## config.mk

```make
export PLATFORM = sky130hd
export DESIGN_NAME = pad_counter
export DESIGN_NICKNAME = d
export VERILOG_FILES = /design/src/design/ddr_wr_pkg.sv /design/src/design/axi_wr_pkg.sv /design/src/design/pad_counter.sv
export SDC_FILE = /design/constraint.sdc
export NUM_CORES = 1
export LEC_CHECK = 0
export ABC_AREA = 0
export BUFFER_PORTS_ARGS = -buffer_cell sky130_fd_sc_hd__buf_2
export CORE_MARGIN = 5
export CORE_UTILIZATION = 34
export CTS_CLUSTER_SIZE = 20
export DETAILED_ROUTE_END_ITERATION = 7
export MAX_ROUTING_LAYER = met4
export PLACE_DENSITY = 0.77
export SYNTH_ARGS = -nofsm -noshare
export SYNTH_HDL_FRONTEND = slang
export SYNTH_SLANG_ARGS = --single-unit
```

## constraint.sdc

```tcl
create_clock -name clk -period 1.74 [get_ports clk]
set_input_delay 0.261 -clock clk [delete_from_list [all_inputs] [get_ports clk]]
set_output_delay 0.261 -clock clk [all_outputs]
set_load 0.01 [all_outputs]
```

## src/design/ddr_wr_pkg.sv

```systemverilog
package ddr_wr_pkg;

    // 32-bit words per 256-bit controller beat
    localparam int WORDS_PER_BEAT = 8;

    // address bits that pick a word lane inside a beat
    localparam int LANE_BITS = 3;

    // write command to the DDR3 controller
    typedef struct packed {
        logic [27:0] addr;       // word units, beat aligned
        logic [3:0]  len;        // beats minus one
        logic [3:0]  id;
    } ddr_cmd_t;

    // one wide data beat, lane 0 in the low bits
    typedef struct packed {
        logic [255:0] data;
        logic [31:0]  strb;
    } ddr_wdata_t;

endpackage

```

## src/design/axi_wr_pkg.sv

```systemverilog
package axi_wr_pkg;

    // AXI burst encoding, only INCR maps onto DDR
    typedef enum logic [1:0] {
        BURST_FIXED = 2'b00,
        BURST_INCR  = 2'b01,
        BURST_WRAP  = 2'b10
    } burst_e;

    typedef enum logic [1:0] {
        RESP_OKAY   = 2'b00,
        RESP_SLVERR = 2'b10
    } resp_e;

    // write address request
    typedef struct packed {
        logic [3:0]  id;
        logic [27:0] addr;       // word units
        logic [7:0]  len;        // words minus one
        burst_e      burst;
    } axi_aw_t;

    // one write data word
    typedef struct packed {
        logic [31:0] data;
        logic [3:0]  strb;       // byte enables
        logic        last;
    } axi_w_t;

    // write response
    typedef struct packed {
        logic [3:0] id;
        resp_e      resp;
    } axi_b_t;

endpackage
```

## src/design/pad_counter.sv

```systemverilog
`timescale 1ns/100ps

module pad_counter (
    input  logic                clk,
    input  logic                rstn,
    input  logic                aw_fire,
    input  axi_wr_pkg::axi_aw_t aw,
    input  logic                pad_push,
    input  logic                back_pad_en,
    output logic                pad_front,
    output logic                pad_back
);
    import ddr_wr_pkg::*;

    logic [LANE_BITS-1:0] front_q;
    logic [LANE_BITS-1:0] back_q;
    logic [LANE_BITS-1:0] end_lane;

    // lane of the last word, carries above the lane bits don't matter
    assign end_lane = aw.addr[LANE_BITS-1:0] + aw.len[LANE_BITS-1:0];

    always_ff @(posedge clk) begin
        if (!rstn) begin
            front_q <= '0;
            back_q  <= '0;
        end else if (aw_fire) begin
            front_q <= aw.addr[LANE_BITS-1:0];                          // empty lanes before word 0
            back_q  <= LANE_BITS'(WORDS_PER_BEAT - 1) - end_lane;       // empty lanes after last word
        end else if (pad_push) begin
            if (front_q != '0) begin
                front_q <= front_q - 1'b1;
            end else if (back_pad_en && (back_q != '0)) begin
                back_q <= back_q - 1'b1;
            end
        end
    end

    assign pad_front = (front_q != '0);
    assign pad_back  = (back_q != '0);

    assert property (@(posedge clk) disable iff (!rstn) pad_push |-> (pad_front || pad_back))
        else $error("pad word pushed with nothing owed");

endmodule

```

# Word level (Yosys, flattened, before mapping)
# Index checks and enable logic that the tools add are counted.
# W data, S select, Z words.
[op_classes]
addsub = 4
n_eq_ne = 1
n_mux = 7
n_reduce_logical = 8
[ops]
columns = ["op", "count"]
rows = [
  ["$mux W3", 7],
  ["$reduce_bool A2 Y1", 3],
  ["$reduce_bool A3 Y1", 2],
  ["$sub A3 B1 Y3 const B", 2],
  ["$add A3 B3 Y3", 1],
  ["$reduce_and A3 Y1", 1],
  ["$sub A3 B3 Y3 const A", 1],
  ["$ne A2 B2 Y1 const B", 1],
  ["$reduce_and A2 Y1", 1],
  ["$logic_and A1 B1 Y1", 1],
]
[totals]
register_bits = 6
inputBits = 47
output_inout_bits = 2

# Depth between registers and ports, before layout
[logic_depth]
depth_word = 6
depth_mapped = 6

# Least setup slack after synthesis
# No wires, ideal clock.
[synth_path]
kind = "reg-to-reg"
startpoint = "register back_q[0]"
endpoint = "register back_q[0]"
arrival_ns = 1.266
required_time_ns = 1.618
setup_slack_ns = 0.353
path_stages_with_launch = 7
path_buffers = 0
synth_period_minus_slack_ns = 1.387
cell_sequence = "dfxtp_1 inv_1 ha_1 and2b_2 inv_1 a21oi_2 o311a_1"
[synth_via]
elab_cells_between_ends = 9
[synth_rtl]
columns = ["item", "line", "text"]
rows = [
  ["from (decl)", "pad_counter.sv:16", "logic [LANE_BITS-1:0] back_q;"],
  ["from (signal assigned)", "pad_counter.sv:28", "back_q <= LANE_BITS'(WORDS_PER_BEAT - 1) - end_lane;"],
  ["from (signal assigned)", "pad_counter.sv:33", "back_q <= back_q - 1'b1;"],
  ["$reduce_bool A3 Y1", "-", ""],
  ["net pad_back", "pad_counter.sv:11", "output logic pad_back"],
  ["$logic_and A1 B1 Y1", "pad_counter.sv:32", "end else if (back_pad_en && (back_q != '0)) begin"],
  ["$reduce_bool A2 Y1 (no line)", "-", ""],
  ["$reduce_and A3 Y1 (no line)", "-", ""],
]
# The timed path passes the listed nets, and every way through them passes these cells. The select of a mux whose other input is x is not followed.
# A chain may end at the register's enable or synchronous reset.

# Final worst setup path
[layout_path]
startpoint = "register back_q[0]"
endpoint = "output pad_back"
[layout_via]
elab_chain_cells = 1
[layout_lines]
columns = ["item", "line", "text"]
rows = [
  ["$reduce_bool A3 Y1", "pad_counter.sv:39", "assign pad_back = (back_q != '0);"],
  ["to (decl)", "pad_counter.sv:11", ""],
]
# Every way passes these cells.

==> impl_summary.log <==
[metrics] status: finished clean
[metrics] quantity of gates resized following cts: 0
[metrics] Cells after DPL: a little over 80
[metrics] crit share post-route: between 90% and 100%
[metrics] count of fill cells added during filler insertion: 132
[metrics] dominant cells by area after synthesis: dfxtp_1 25%, ha_1 13%, inv_1 7.8%, fa_1 4.2%, nand3_1 4.2%
[metrics] Final #Nets: 126
[metrics] number of optimization iterations in the first detailed-route pass: 4
[metrics] number of warnings issued by yosys: 0
[metrics] Post-DP HPWL: between 800 and 900 um
[metrics] most frequent cell after synthesis: inv_1
[metrics] cell types with the highest counts after synthesis: 10 x inv_1, 6 x dfxtp_1, 5 x ha_1, 5 x nor2_1, 4 x nand3_1
[metrics] Slowest Stage Delay on Critical Path: 330 ps
[metrics] CP bufs+invs: 3
[metrics] Horiz. Die Dim: 47.6 um
[metrics] TritonCTS clock tree: yes
[metrics] leakage power: ~0.00027 uW
[metrics] fraction of post-synthesis cell area in the top cell type by area: 24.9%
[metrics] count of different cell masters after synthesis: 30
[metrics] Sink Count: 6
[metrics] Detail Route Antenna Nets: 0
[metrics] post-synthesis to final-layout area growth: 19.2%
[metrics] routability-driven placement congestion ratio: 0.733
[metrics] CP Launch Type: register
[metrics] sequential share of power: 37.3%
[metrics] setup skew after layout: between 1 and 1.5 ps
[metrics] post-CTS setup buffer count: 0
[metrics] detailed-route wire length: ~1000 um
[metrics] total net switching power: ~140 uW
[metrics] area of combinational cells with multiple inputs: 315 um2
[metrics] initial standard-cell utilization of the core: ~37%
[metrics] post-route standard cell area excluding fillers: about 570 um2
[metrics] sequential element share of the synthesized area: roughly 25%
[metrics] Core Footprint: 1320 um2
[metrics] kind of path behind the tightest hold check: in2reg
[metrics] initial antenna violation count: 0
[metrics] post-place instance area: 552 um2
[metrics] Post-Syn Area: 482 um2
[metrics] number of ports placed on the die boundary: 49
[metrics] grt ovf: 0
[metrics] Avg Inst Size Synth: slightly above 8 um2
[metrics] kind of cell adding the most delay to the critical path: flip-flops
[metrics] cell-by-cell listing of the critical path: inv_1, ha_1, and2b_2, inv_1, buf_2
[metrics] switching share of power: 32.0%
[metrics] critical-path maximum fanout: 3
[metrics] DR vias: 467
[metrics] clock slew at reported path FFs: roughly 50 ps
[metrics] maximum clock rate: 0.629 GHz
[metrics] num rows: 13
[metrics] later-pin clock latency in the skew report: 250 ps
[metrics] Via density: 5.43
[metrics] H-Tree Depth: 1
[metrics] wire length of the first global-routing pass: 1810 um
[metrics] minimum period implied by the final worst setup slack: 1590 ps
[metrics] critical-path cell with the highest stage delay: dfxtp_1
[metrics] syn nets: around 110
[metrics] most area-hungry cell type in the Yosys netlist: dfxtp_1
[metrics] critical path data arrival time: 1330 ps
[metrics] count of input and output buffers: 12
[metrics] combinational share of power: 31.6%
[metrics] share of total power in the clock network: 31.1%
[metrics] vertical extent of the die: 47.6 um
[metrics] count of inserted antenna diode cells: 0
[metrics] top flip-flop cell by instance count after synthesis: dfxtp_1
[metrics] WS Path Type: reg2out
[metrics] Post-CTS Hold Fix Bufs: 0
[metrics] Total Routing Usage GR: 11.9%
[metrics] type of element capturing the critical path: primary output
[metrics] count of flip-flops with a built-in enable after synthesis: 0
[metrics] number of CTS-inserted buffers: 3
[metrics] die outline area: about 2300 um2
[metrics] routed wire length per instance: 12.2 um
[metrics] setup repair after global routing missed its margin: false
[metrics] Max-cap violations: 0
[metrics] Yosys reg bits: 6
[metrics] total count of max-transition violations in the final report: 0
[metrics] Power Density: 745 nW/um2
[metrics] maximum number of pins on one net before global-route repair: 11
[metrics] cell mode on critical path: inv_1
[metrics] internal power component: 291 uW
[metrics] VDD IR max: 331 uV
[metrics] DRC: 0
[metrics] worst relative slew slack: 83.0%
[metrics] area occupied by registers: ~120 um2
[metrics] transition time of the tightest slew-check pin: 251 ps
[metrics] fraction of final layout cells with drive strength greater than 1: 32.4%
[metrics] synthesized instance count: 58
[metrics] sum of negative setup slack: 0 ps
[metrics] Initial DRC Count: 7
[metrics] Hold Fails Final Rpt: 0
[metrics] final standard cell count with taps included and fillers excluded: 86
[metrics] CP required: 1480 ps
[metrics] Final Setup Violations: 0
[metrics] library cell used as clock root buffer: clkbuf_4
[metrics] fraction of registers with async set/reset: 0%
[metrics] buffer levels on the longest clock path: 2
[metrics] via count of the first global-routing pass: ~460
==> worst register-to-register path: cells and delay by family (launching register included) <==
family	cells	cell delay (ps)
compound gates	2	390
flops	1	330
fa+ha+maj	1	220
simple gates	1	210
buf+inv	2	180
==> path summary, 6_finish.rpt <==
path,startpoint,endpoint,slack [ps],depth (start not counted)
min reg2reg,back_q[1],back_q[1],520,2
min,aw[11],front_q[1],250,3
max reg2reg,back_q[0],back_q[0],300,6
max,back_q[0],pad_back,150,5
==> power by group through the flow <==
stage	clock network (uW)	registers (uW)	logic (uW)
2_1_floorplan	0	160	96.3
3_3_place_gp	0	161	129
3_5_place_dp	0	162	134
4_1_cts	141	159	136
5_1_grt	147	161	154
6_report	133	160	135
==> layout make-up <==
type                       instances  share of cell area [%]
inverter                          10                    6.54
tap                               15                    3.27
multi-input combinational         40                    54.9
clock buffer                       3                    3.92
sequential                         6                    20.9
timing repair buffer              12                    10.5
==> flip-flops by register name, indices dropped and copies added, names as in the netlist <==
register / flops
back_q: 3
front_q: 3
==> cell families after synthesis <==
kind of cell,after synthesis,synth area share [%]
AND/OR/NAND/NOR,19,23.6
AO/OA/AOI/OAI,13,21.0
buffers and inverters,12,9.61
adder cells (fa/ha/maj),6,17.1
flip-flops,6,24.9
XOR/XNOR,2,3.64
==> per-stage QoR <==
stage               power [uW]  utilization, %  setup slack, ps  hold WS, ps
floorplan                  256               -              353          388
global placement           290            41.9              345          483
detailed placement         297            41.9              310          499
CTS                        436            43.6              139          239
global route               462            43.6             59.7          253
finish                     428            43.6              151          247
==> cells in the final DEF, fill, tap and decap left out, types with 2 or more instances in the layout <==
cell and instances:
buf_2 12, inv_1 10, dfxtp_1 6, nor2_1 5, ha_1 5, nand3_1 4
clkbuf_4 3, nor3_1 2, o21ai_0 2, xnor2_1 2
==> routing by layer <==
metal  vias up  track usage, %  share of wire [%]
met1       212            14.3                 45
met3         0            2.63                7.8
li1        232               -                  -
met5         -               -                  0
met2        23            17.6                 47
met4         0            8.06                  0
No activity file was read; power rests on OpenSTA's default activity.
