--- src/design/axi_wr_pkg.sv ---
package axi_wr_pkg;

    // AXI burst encoding, only INCR maps onto DDR
    typedef enum logic [1:0] {
        BURST_FIXED = 2'b00,
        BURST_INCR  = 2'b01,
        BURST_WRAP  = 2'b10
    } burst_e;

    typedef enum logic [1:0] {
        RESP_OKAY   = 2'b00,
        RESP_SLVERR = 2'b10
    } resp_e;

    // write address request
    typedef struct packed {
        logic [3:0]  id;
        logic [27:0] addr;       // word units
        logic [7:0]  len;        // words minus one
        burst_e      burst;
    } axi_aw_t;

    // one write data word
    typedef struct packed {
        logic [31:0] data;
        logic [3:0]  strb;       // byte enables
        logic        last;
    } axi_w_t;

    // write response
    typedef struct packed {
        logic [3:0] id;
        resp_e      resp;
    } axi_b_t;

endpackage
--- src/design/wr_ctrl_fsm.sv ---
`timescale 1ns/100ps

module wr_ctrl_fsm #(
    parameter int max_beats = 16
) (
    input  logic               clk,
    input  logic               rstn,
    input  logic               s_aw_valid,
    output logic               s_aw_ready,
    input  logic               s_w_valid,
    input  logic               s_w_last,
    output logic               s_w_ready,
    output logic               s_b_valid,
    input  logic               s_b_ready,
    input  axi_wr_pkg::burst_e burst,
    output axi_wr_pkg::resp_e  resp,
    output logic               aw_fire,
    output logic               word_push,
    output logic               pad_push,
    output logic               back_pad_en,
    output logic               cmd_fire,
    input  logic               pad_front,
    input  logic               pad_back,
    input  logic               full,
    input  logic [4:0]         beats_stored,
    input  logic [4:0]         cmd_beats,
    input  logic               final_cmd,
    output logic               ddr_cmd_valid,
    input  logic               ddr_cmd_ready,
    input  logic               ddr_data_ready,
    input  logic               ddr_data_last
);
    import axi_wr_pkg::*;

    localparam int len_w = $clog2(max_beats);

    typedef enum logic [2:0] {
        IDLE,
        FILL,                         // pad and collect words until a command's beats are ready
        ADDR,
        DATA,
        RESP
    } wr_state_e;

    wr_state_e        state_q;
    wr_state_e        state_d;
    logic             busy;
    logic             incr_q;
    logic             last_seen_q;    // s_w last word already taken
    logic             last_cmd_q;
    logic             data_done;
    logic [len_w-1:0] beat_cnt_q;
    logic [len_w-1:0] cmd_len_q;

    assign busy        = (state_q == FILL) || (state_q == ADDR) || (state_q == DATA);
    assign s_aw_ready  = (state_q == IDLE);
    assign aw_fire     = s_aw_valid && s_aw_ready;
    assign back_pad_en = busy && last_seen_q;

    // pad words win, s_w stays stalled while any are owed
    assign pad_push  = busy && !full && (pad_front || (back_pad_en && pad_back));
    assign s_w_ready = busy && !full && !pad_front && !last_seen_q;
    assign word_push = s_w_valid && s_w_ready;

    assign ddr_cmd_valid = (state_q == ADDR);
    assign cmd_fire      = ddr_cmd_valid && ddr_cmd_ready;
    assign data_done     = (state_q == DATA) && ddr_data_ready && ddr_data_last;
    assign s_b_valid     = (state_q == RESP);
    assign resp          = incr_q ? RESP_OKAY : RESP_SLVERR;

    always_comb begin
        state_d = state_q;
        case (state_q)
            IDLE:    if (aw_fire) state_d = FILL;
            FILL:    if (beats_stored >= cmd_beats) state_d = ADDR;
            ADDR:    if (cmd_fire) state_d = DATA;
            DATA:    if (data_done) state_d = last_cmd_q ? RESP : FILL;
            RESP:    if (s_b_ready) state_d = IDLE;
            default: state_d = IDLE;
        endcase
    end

    always_ff @(posedge clk) begin
        if (!rstn) begin
            state_q     <= IDLE;
            incr_q      <= 1'b1;
            last_seen_q <= 1'b0;
            last_cmd_q  <= 1'b0;
            beat_cnt_q  <= '0;
        end else begin
            state_q <= state_d;
            if (aw_fire) begin
                incr_q      <= (burst == BURST_INCR);   // FIXED and WRAP still go out as INCR
                last_seen_q <= 1'b0;
            end else if (word_push && s_w_last) begin
                last_seen_q <= 1'b1;
            end
            if (cmd_fire) begin
                last_cmd_q <= final_cmd;                // splitter moves on after this edge
                beat_cnt_q <= '0;
            end else if ((state_q == DATA) && ddr_data_ready) begin
                beat_cnt_q <= beat_cnt_q + 1'b1;
            end
        end
    end

    always_ff @(posedge clk) begin
        if (cmd_fire) cmd_len_q <= len_w'(cmd_beats - 5'd1);
    end

    assert property (@(posedge clk) disable iff (!rstn) (word_push || pad_push) |-> !full)
        else $error("word written into a full pack fifo");

    assert property (@(posedge clk) disable iff (!rstn)
        ddr_cmd_valid && !ddr_cmd_ready |=> ddr_cmd_valid)
        else $error("ddr_cmd_valid dropped before ready");

    // controller must flag last on exactly the len+1-th beat
    assert property (@(posedge clk) disable iff (!rstn) data_done |-> beat_cnt_q == cmd_len_q)
        else $error("ddr_data_last out of step with command length");

endmodule

--- config.mk ---
export PLATFORM = sky130hd
export DESIGN_NAME = wr_ctrl_fsm
export DESIGN_NICKNAME = d
export VERILOG_FILES = /design/src/design/axi_wr_pkg.sv /design/src/design/wr_ctrl_fsm.sv
export SDC_FILE = /design/constraint.sdc
export NUM_CORES = 1
export LEC_CHECK = 0
export BUFFER_PORTS_ARGS = -buffer_cell sky130_fd_sc_hd__buf_2
export CAP_MARGIN = 5
export CELL_PAD_IN_SITES_DETAIL_PLACEMENT = 2
export CELL_PAD_IN_SITES_GLOBAL_PLACEMENT = 2
export CORE_UTILIZATION = 22
export CTS_BUF_LIST = sky130_fd_sc_hd__clkbuf_8
export CTS_CLUSTER_SIZE = 12
export DETAILED_ROUTE_END_ITERATION = 6
export GPL_ROUTABILITY_DRIVEN = 0
export MAX_ROUTING_LAYER = met4
export PLACE_DENSITY = 0.88
export SLEW_MARGIN = 5
export SYNTH_ARGS = -nofsm -noshare
export SYNTH_HDL_FRONTEND = slang
export SYNTH_SLANG_ARGS = --single-unit
--- constraint.sdc ---
create_clock -name clk -period 4.47 [get_ports clk]
set_input_delay 0.894 -clock clk [delete_from_list [all_inputs] [get_ports clk]]
set_output_delay 0.894 -clock clk [all_outputs]
set_load 0.02 [all_outputs]
Word level (Yosys, flattened, before mapping)
Index checks and enable logic that the tools add are counted.
- bits in registers: 6
- input port bits: 25
- output and inout port bits: 11
- logic and storage cells: 45
- magnitude comparators: 1
- equal/unequal tests: 10
- multiplexer cells: 8
- bitwise logic cells: 1
- reductions and logical operators: 21
- operators with widths (kind ; number):
    two-way mux 3 bit ; 6
    one-hot mux 3 bit (5 select lines) ; 1
    logical AND 1 bit ; 12
    equality test 3 x 2 -> 1 bit (second input constant) ; 2
    != test 2 x 1 -> 1 bit (second input constant) ; 3
    >= comparator 5 bit ; 1
    AND reduction 5 bit ; 1
    != test 2 bit (second input constant) ; 2
    equality test 3 x 1 -> 1 bit (second input constant) ; 1
    equality test 3 bit (second input constant) ; 1
    logical NOT 1 bit ; 3
    logical NOT 3 bit ; 1
    logical OR 1 bit ; 3
    equality test 2 x 1 -> 1 bit (second input constant) ; 1
    two-way mux 2 bit ; 1
    OR reduction 2 bit ; 1
    NOT 1 bit ; 1

Logic depth before layout (Yosys ltp)
Gate-level depths: netlist (run 1).
- word-level depth: 8
- gate-level depth with buffers: 7
- depth with buffers taken out: 7

Worst setup path before layout (run 1)
No wires, ideal clock.
- kind: input -> output
- start point: in full
- end point: out word_push
- arrival time: 1.903 ns
- data required time: 3.576 ns
- setup slack: 1.673 ns
- stages on the path: 3
- path buffers: 0
- path through: or3_1 > nor3_2 > and2_1
- word-level cells in the longest chain between the ends: 5
- ends and longest elaborated chain (element ; RTL line ; source):
    start: declaration ; wr_ctrl_fsm.sv:24 ; input logic full,
    logical NOT 1 bit ; wr_ctrl_fsm.sv:62 ; assign s_w_ready = busy && !full && !pad_front && !last_seen_q;
    logical AND 1 bit (3 in a row) ; wr_ctrl_fsm.sv:62 ;
    named net s_w_ready ; wr_ctrl_fsm.sv:12 ; output logic s_w_ready,
    logical AND 1 bit ; wr_ctrl_fsm.sv:63 ; assign word_push = s_w_valid && s_w_ready;
    end: declaration ; wr_ctrl_fsm.sv:18 ; output logic word_push,
The timed path passes the listed nets, and every way through them passes these cells.

Worst setup path in the final report (run 1)
- start point: in full
- end point: out word_push
- word-level cells in the longest chain between the ends: 5
- ends and longest elaborated chain (element ; RTL line):
    logical NOT 1 bit ; wr_ctrl_fsm.sv:62
    logical AND 1 bit (3 in a row) ; wr_ctrl_fsm.sv:62
    logical AND 1 bit ; wr_ctrl_fsm.sv:63
Every way passes these cells.

==> run summary, run 1 <==
VDD IR max = 0.196 mV
GR Layer Usage met2 = 23.6%
via count = 615
Total GRT Usage = 14.3%
most frequent cells in the layout = buf_2 (34), inv_1 (8), nand2_1 (7)
Initial DRC Count = 5
EDFF count, synth = 0
max-slew violations = 0
Vert. Die Dim = 51.4 µm
Area growth, synth to finish = 38.2%
row count = 17
# resized after CTS = 0
Starting Density = 23.8%
largest net degree at the start of global routing = 14
endpoints failing hold = 0
ANT cells = 0
max_cap viols = 0
wire length of the first global-routing pass = 2690 µm
GRT Max-Usage Layer = met2
drt pass-1 iters = 2
synthesized cell area = 537 µm²
Crit path arrival time = 1840 ps
sequential cell area fraction in the yosys report = 22.4%
crit path to = word_push
Reg-to-Reg End = state_q[1]
Top FF cell, synth = dfxtp_1
final worst path period share = 61.2%
drt drc = 0
Yosys reg bits = 6
layout cell share with drive strength beyond 1 = 38.5%
I/O pin count = 36
crit path capture type = output port
CTS H-Tree Depth = 1
static leakage = 0.407 nW
FMAX = 366 MHz
worst reg2reg path startpoint = state_q[0]
Clock Latency Late Sink = 220 ps
WL final = 1630 µm
vias in the first global route = 633
GR met3 Demand/Resource = 2.68%
core area = 2250 µm²
status = completed
placed instance area = 701 µm²
gr ovfl total = 0
Reg2Reg Depth = 5
CP max FO = 3
ys async rst share = 0%
kind of critical path = input pin to output port
Critical Path RT = 3580 ps
Buffers on Ports = 34
CTS max path bufs = 2
antenna violations before repair = 0
DR WL/cell = 12.4 µm
Worst setup SP type = input pin
Via density = 4.66
CTS tree = done
ANT nets after route = 0
Reg clk slew, reported paths = 40 ps
syn nets = 101
flop-to-flop setup slack = 2910 ps
Finish-stage setup viols = 0
DP HPWL = 1390 µm
Setup TNS = 0 ps
power per cell area = 417 nW/µm²
Setup Buffers After CTS = 0
clk_skew = 4.73 ps
met1 usage = 16.6%
Setup crit start = full
Die W = 51.4 µm
shortest period the worst path allows = 2730 ps
Gate Count Post-Synth = 71
total CTS buffers = 3
RSZ-0062 raised after global routing = false
Netlist cell types = 29
number of nets in the layout = 136
Avg Cell Area, Syn = 7.56 µm²
Syn. warnings = 0
Hold WC Path Type = flop to flop
hold bufs inserted after CTS = 0
root buf cell = clkbuf_8
most common cell after layout, fill and taps aside = buf_2
final instance area = 742 µm²
die area = 2640 µm²
Num Clock Sinks = 6
==> power by group <==
group          internal (W)  leakage, nW  switching [W]
combinational     0.0000597        0.336      0.0000815
sequential        0.0000649       0.0492      0.0000220
clock             0.0000579       0.0216      0.0000234
==> synth_stat cells, drive strengths merged (2+ instances only) <==
cell | instances | share of area, %
and2 | 3 | 3.5
nor2b | 3 | 3.5
buf | 4 | 7.7
nand2 | 7 | 4.9
nor3 | 4 | 4.7
dfxtp | 6 | 22
a31oi | 3 | 3.5
inv | 8 | 5.6
a21oi | 4 | 3.7
nor2 | 6 | 4.2
ha | 5 | 12
o21ai | 4 | 4.4
mux2i | 2 | 3.7
==> metrics by stage <==
step | hold WS, ps | power (W) | instances | utilization (%) | worst slack, ps
finish | 501 | 0.000309 | 132 | 32.9 | 1740
global route | 556 | 0.000339 | 132 | 32.9 | 1670
CTS | 510 | 0.000314 | 132 | 32.9 | 1730
detailed placement | 485 | 0.000230 | 129 | 31.1 | 1740
global placement | 466 | 0.000222 | 129 | 31.1 | 1780
floorplan | 452 | 0.000195 | 71 | - | 1670
==> final cells by class <==
type / instances / area, µm²
repair buffers: 34 / 170
well taps: 28 / 35.0
clock buffers: 3 / 41.3
fillers: 305 / 1510
inverters: 8 / 30.0
multi-input cells: 53 / 345
flip-flops and latches: 6 / 120
==> kinds of logic after synthesis <==
family	share of synthesized area, %
other cells	0.699
compound gates	16.8
fa+ha+maj	11.7
simple gates	31.5
mux	3.73
flops	22.4
buf+inv	13.3
==> flip-flops by register name, summed over array words and instances (netlist names) <==
register     flops
last_cmd_q       1
state_q          3
last_seen_q      1
incr_q           1
==> worst min path at each step <==
stage	start	end	slack (ps)	cells after the start
after floorplan	incr_q	incr_q	450	2
after global placement	incr_q	incr_q	470	2
after detailed placement	incr_q	incr_q	490	2
after CTS	incr_q	incr_q	510	2
after global routing	incr_q	incr_q	560	2
final	incr_q	incr_q	500	2
==> per-layer routing <==
layer | vias to the layer above | share of wire [%] | routed length [µm]
met5 | - | 0 | 0
met4 | 0 | 2.6 | 42
met3 | 6 | 3.9 | 63
met2 | 18 | 51 | 830
met1 | 284 | 43 | 694
li1 | 307 | - | -
==> critical path, cell delays in order <==
cell,delay [ps]
buf_2,100
or3_1,380
nor3_2,170
and2_1,150
buf_2,150
Power figures use the tool's default switching activity.
==> run 2, diff against run 1 <==
CORE_UTILIZATION = 19   (was 22)
PLACE_DENSITY = 0.81   (was 0.88)
clock period = 2.5 ns   (was 4.47 ns; I/O delays follow)
==> run summary, run 2 (synthesis gave the netlist of run 1 again) <==
layout cell share with drive strength beyond 1 = 38.5% (unchanged)
Total GRT Usage = 12.7% (-1.7 points)
ANT nets after route = 0 (unchanged)
Initial DRC Count = 2 (-3)
switching share of power = 41.4% (+0.38 points)
FMAX = 436 MHz
Hold WC Path Type = flop to flop
Switching Power = 0.000231 W (+82%)
total CTS buffers = 3 (unchanged)
drt drc = 0 (unchanged)
hold bufs inserted after CTS = 0 (unchanged)
root buf cell = clkbuf_8
Reg clk slew, reported paths = 40 ps (about the same)
Starting Density = 20.9% (-2.9 points)
Setup Buffers After CTS = 0 (unchanged)
Biggest register = state_q
Area growth, synth to finish = 38.7%
row count = 18 (+1)
status = completed
I/O pin count = 36 (unchanged)
number of nets in the layout = 136 (unchanged)
Fillers = 325 (+6.6%)
Setup TNS = 0 ps (unchanged)
clk_skew = 4.77 ps (+0.0324 ps)
Worst setup SP type = flop
die area = 3040 µm² (+15%)
# resized after CTS = 0 (unchanged)
Clock Latency Late Sink = 220 ps (about the same)
power per cell area = 748 nW/µm² (+79%)
fin util = 29.0% (-3.9 points)
Internal = 0.000326 W (+79%)
via count = 622 (+1.1%)
CTS tree = done
Die W = 55.2 µm (+7.3%)
CTS max path bufs = 2 (unchanged)
Finish-stage setup viols = 0 (unchanged)
Crit path arrival time = 1790 ps (-50 ps)
crit path capture type = output port
gr ovfl total = 0 (unchanged)
static leakage = 0.407 nW (unchanged)
wire length of the first global-routing pass = 2500 µm (-6.9%)
combinational power share = 45.5% (about the same)
DP HPWL = 1330 µm (-4.7%)
Num Clock Sinks = 6 (unchanged)
RSZ-0062 raised after global routing = false
CTS H-Tree Depth = 1 (unchanged)
max_cap viols = 0 (unchanged)
WL final = 1670 µm (+2.2%)
Buffers on Ports = 34 (unchanged)
final worst path period share = 91.7%
most common cell after layout, fill and taps aside = buf_2
clock share of power = 26.6% (+0.3 points)
antenna violations before repair = 0 (unchanged)
max reg flops = 3 (unchanged)
ANT cells = 0 (unchanged)
largest net degree at the start of global routing = 14 (unchanged)
Critical Path RT = 2000 ps (-1580 ps)
kind of critical path = flop to output port
core area = 2570 µm² (+14%)
flop-to-flop setup slack = 910 ps (-2000 ps)
VDD IR max = 0.216 mV (+10%)
drt pass-1 iters = 2 (unchanged)
CP max FO = 13 (+10)
endpoints failing hold = 0 (unchanged)
max-slew violations = 0 (unchanged)
part of the power in registers = 27.9% (-0.2 points)
vias in the first global route = 584 (-7.7%)
Via density = 4.64 (-0.37%)
most frequent cells in the layout = buf_2 (34), inv_1 (8), nand2_1 (7)
shortest period the worst path allows = 2290 ps
DR WL/cell = 12.4 µm (+0.68%)
Vert. Die Dim = 55.2 µm (+7.3%)
==> run 2: cell counts in the layout (fill, tap and decap cells not counted) <==
No cell type changed its count.
==> run 2: routing by layer <==
layer	track usage [%]	up-vias	wire, µm	share of wire (%)
li1	-	309	-	-
met1	12.3	295	605	36
met2	23.1	16	972	58
met3	1.64	2	63	3.8
met4	8.75	0	26	1.6
met5	-	-	0	0
==> run 2: worst paths after layout <==
kind,from,to,cells past startpoint
setup / recovery,state_q[0],word_push,5
setup reg to reg,state_q[0],state_q[0],5
hold reg to reg,incr_q,incr_q,2
hold / removal,incr_q,incr_q,2
==> run 2: worst max-delay path, stage by stage (launching register included) <==
cell,delay [ps]
dfxtp_1,560
nor2_1,140
or3_1,380
nor3_2,180
and2_1,150
buf_2,150
==> run 2: cell type report <==
cell class | instances | area [µm²] | area share [%]
Clock buffer | 3 | 41.3 | 5.55
Sequential cell | 6 | 120 | 16.1
Tap cell | 30 | 37.5 | 5.04
Multi-Input combinational cell | 53 | 345 | 46.4
Timing Repair Buffer | 34 | 170 | 22.9
Inverter | 8 | 30.0 | 4.03
==> run 2: through the flow <==
step / cells / total power [W] / cell area (µm²) / hold slack [ps] / setup WS [ps]
detailed placement: 131 / 0.000410 / 703 / 510 / 442
floorplan: 71 / 0.000348 / 537 / 452 / 491
global placement: 131 / 0.000396 / 703 / 467 / 550
finish: 134 / 0.000557 / 744 / 513 / 207
CTS: 134 / 0.000570 / 744 / 520 / 182
global route: 134 / 0.000603 / 744 / 546 / 77.5
==> run 2: power groups by stage <==
| stage | registers [W] | logic [W] | clock network, W |
|---|---|---|---|
| 4_1_cts | 0.000156 | 0.000260 | 0.000154 |
| 6_report | 0.000156 | 0.000253 | 0.000148 |
| 2_1_floorplan | 0.000128 | 0.000220 | 0 |
| 3_3_place_gp | 0.000152 | 0.000244 | 0 |
| 3_5_place_dp | 0.000156 | 0.000254 | 0 |
| 5_1_grt | 0.000159 | 0.000283 | 0.000160 |
==> run 3, diff against run 2 <==
ABC_AREA = 1   (was default)
CORE_UTILIZATION = 20   (was 19)
PLACE_DENSITY = 0.8   (was 0.81)
==> run summary, run 3 <==
Reg clk slew, reported paths = 40 ps (about the same)
HP Start = incr_q
part of the power in registers = 25.0% (-2.9 points)
FMAX = 474 MHz (+8.7%)
final instance area = 881 µm² (+18%)
critical path's largest stage delay = 600 ps (+40 ps)
Avg Cell Area, Syn = 6.83 µm² (-9.7%)
top post-synthesis cells by area = dfxtp_1 (18%), inv_1 (10%), nand2_1 (10%), ha_1 (9.5%), nor2_4 (8.6%)
# resized after CTS = 0 (unchanged)
Num Clock Sinks = 6 (unchanged)
Fillers = 380 (+17%)
wire length of the first global-routing pass = 3550 µm (+42%)
largest area contributor in the netlist = dfxtp_1
drt drc = 0 (unchanged)
root buf cell = clkbuf_8
synthesized cell area = 656 µm² (+22%)
CTS max path bufs = 2 (unchanged)
combinational power share = 55.9% (+10 points)
CTS tree = done
RSZ-0062 raised after global routing = false
Setup Buffers After CTS = 0 (unchanged)
Yosys reg bits = 6 (unchanged)
syn nets = 126 (+25%)
EDFF count, synth = 0 (unchanged)
VDD IR max = 0.292 mV (+35%)
max-slew violations = 0 (unchanged)
Gate Count Post-Synth = 96 (+35%)
final worst path period share = 84.4% (-7.3 points)
hold bufs inserted after CTS = 0 (unchanged)
Total GRT Usage = 14.1% (+1.5 points)
Crit path max-delay family = flip-flops
layout cell share with drive strength beyond 1 = 45.0% (+6.5 points)
Internal = 0.000399 W (+22%)
most frequent cells in the layout = buf_2 (34), nand2_1 (18), inv_1 (18)
Buffers on Ports = 34 (unchanged)
core area = 3080 µm² (+20%)
worst reg2reg path startpoint = state_q[2]
die area = 3510 µm² (+15%)
Hold WC Path Type = flop to flop
vias in the first global route = 830 (+42%)
Hold Path End = incr_q
crit path capture type = output port
Reg2Reg Depth = 7 (+2)
Setup TNS = 0 ps (unchanged)
Reg-to-Reg End = state_q[2]
Via density = 4.17 (-10%)
placed instance area = 840 µm² (+19%)
kind of critical path = flop to output port
Netlist cell types = 25 (-14%)
DR WL/cell = 12.1 µm (-2.8%)
clk_skew = 0.995 ps (-3.77 ps)
total power = 0.000801 W (+44%)
I/O pin count = 36 (unchanged)
max reg flops = 3 (unchanged)
largest net degree at the start of global routing = 10 (-4)
ANT nets after route = 0 (unchanged)
Slew HR = 64.9%
ys async rst share = 0% (unchanged)
Finish-stage setup viols = 0 (unchanged)
Biggest register = state_q
CTS H-Tree Depth = 1 (unchanged)
status = completed
Synth top area share = 18.3% (-4.1 points)
worst hold stages = 2 (unchanged)
WL final = 2090 µm (+25%)
Tightest Pin Transition = 526 ps
Area growth, synth to finish = 34.4%
row count = 20 (+2)
Initial DRC Count = 11 (+9)
antenna violations before repair = 0 (unchanged)
shortest period the worst path allows = 2110 ps (-183 ps)
Starting Density = 21.3% (+0.39 points)
critical path's slowest cell = dfxtp_1
static leakage = 0.493 nW (+21%)
max_cap viols = 0 (unchanged)
number of nets in the layout = 161 (+18%)
Critical Path RT = 2000 ps (about the same)
Vert. Die Dim = 59.3 µm (+7.4%)
endpoints failing hold = 0 (unchanged)
CP max FO = 8 (-5)
Top FF cell, synth = dfxtp_1
power per cell area = 909 nW/µm² (+22%)
Crit path arrival time = 1610 ps (-180 ps)
Worst setup SP type = flop
gr ovfl total = 0 (unchanged)
flop-to-flop setup slack = 1050 ps (+140 ps)
ANT cells = 0 (unchanged)
most used cell, CP = nor3_2
Die W = 59.3 µm (+7.4%)
via count = 721 (+16%)
switching share of power = 50.1% (+8.7 points)
total CTS buffers = 3 (unchanged)
drt pass-1 iters = 4 (+2)
Worst Path Buf+Inv = 2 (+1)
synth cell count leaders = inv_1 (18), nand2_1 (18), a21oi_1 (6), dfxtp_1 (6), nand2_2 (6)
DP HPWL = 1780 µm (+35%)
Switching Power = 0.000401 W (+74%)
clock share of power = 19.1% (-7.5 points)
most common cell after layout, fill and taps aside = buf_2
Syn. warnings = 0 (unchanged)
sequential cell area fraction in the yosys report = 18.3% (-4.1 points)
Clock Latency Late Sink = 220 ps (about the same)
CP Cell Sequence = nor2_4, nor3_2, inv_1, nor3_2, and2_1, buf_2
==> run 3: cell types whose count changed in the layout (fill, tap and decap cells not counted), moves of 2 or more <==
cell / previous run / this run
a21oi_1: 4 / 6
a31oi_1: 3 / 0
and2_1: 3 / 1
inv_1: 8 / 18
inv_2: 0 / 2
mux2i_1: 2 / 0
nand2_1: 7 / 18
nand2_2: 0 / 6
nand3_1: 1 / 5
nor2_1: 6 / 4
nor2_2: 0 / 3
nor2_4: 0 / 5
nor2b_1: 3 / 0
nor3_1: 3 / 1
==> run 3: worst register-to-register path, cell delays in order, from the launching register on <==
cell     delay (ps)
dfxtp_1         640
nor2_4          100
nand3_1         130
nand2_2          80
nor2_4          160
nand3_1         110
nand2_1          70
nor2_1           40
==> run 3: metrics by stage <==
step	util (%)	hold slack [ps]	setup WS (ps)	cells
after floorplan	-	458	666	96
after global placement	27.3	463	753	170
after detailed placement	27.3	475	609	170
after CTS	28.6	485	359	173
after global routing	28.6	516	266	173
final	28.6	480	390	173
==> run 3: power by group through the flow <==
stage / Combinational [W] / Clock, W / Sequential, W
6_report: 0.000448 / 0.000153 / 0.000200
3_5_place_dp: 0.000451 / 0 / 0.000202
3_3_place_gp: 0.000429 / 0 / 0.000195
5_1_grt: 0.000504 / 0.000163 / 0.000207
2_1_floorplan: 0.000424 / 0 / 0.000133
4_1_cts: 0.000457 / 0.000158 / 0.000200
==> run 3: how the worst max path moves through the flow <==
stage	from	endpoint	slack (ps)	cells after the start
after floorplan	full	word_push	670	4
after global placement	state_q[0]	word_push	750	6
after detailed placement	state_q[0]	word_push	610	6
after CTS	state_q[1]	word_push	360	6
after global routing	state_q[0]	word_push	270	6
final	state_q[1]	word_push	390	6
==> run 3: area by class of cell <==
type / count / area (µm²) / area share (%)
Clock buffer: 3 / 41.3 / 4.69
Inverter: 20 / 75.1 / 8.52
Multi-Input combinational cell: 66 / 419 / 47.6
Sequential cell: 6 / 120 / 13.6
Tap cell: 44 / 55.1 / 6.25
Timing Repair Buffer: 34 / 170 / 19.3
==> run 3: logic make-up (layout without fill, tap and decap cells) <==
family | after synthesis | in the layout | synth area share, %
other | 1 | 1 | 0.572
buffers and inverters | 24 | 57 | 17.7
adder cells (fa/ha/maj) | 5 | 5 | 9.54
flip-flops | 6 | 6 | 18.3
AO/OA/AOI/OAI | 12 | 12 | 10.9
AND/OR/NAND/NOR | 48 | 48 | 42.9
==> run 3: routing by layer <==
metal / part of all wire (%) / vias to the layer above / global-route usage (%)
met5: 0 / - / -
li1: - / 362 / -
met4: 0.81 / 0 / 5.10
met2: 58 / 13 / 27.1
met1: 37 / 344 / 14.2
met3: 3.5 / 2 / 2.18
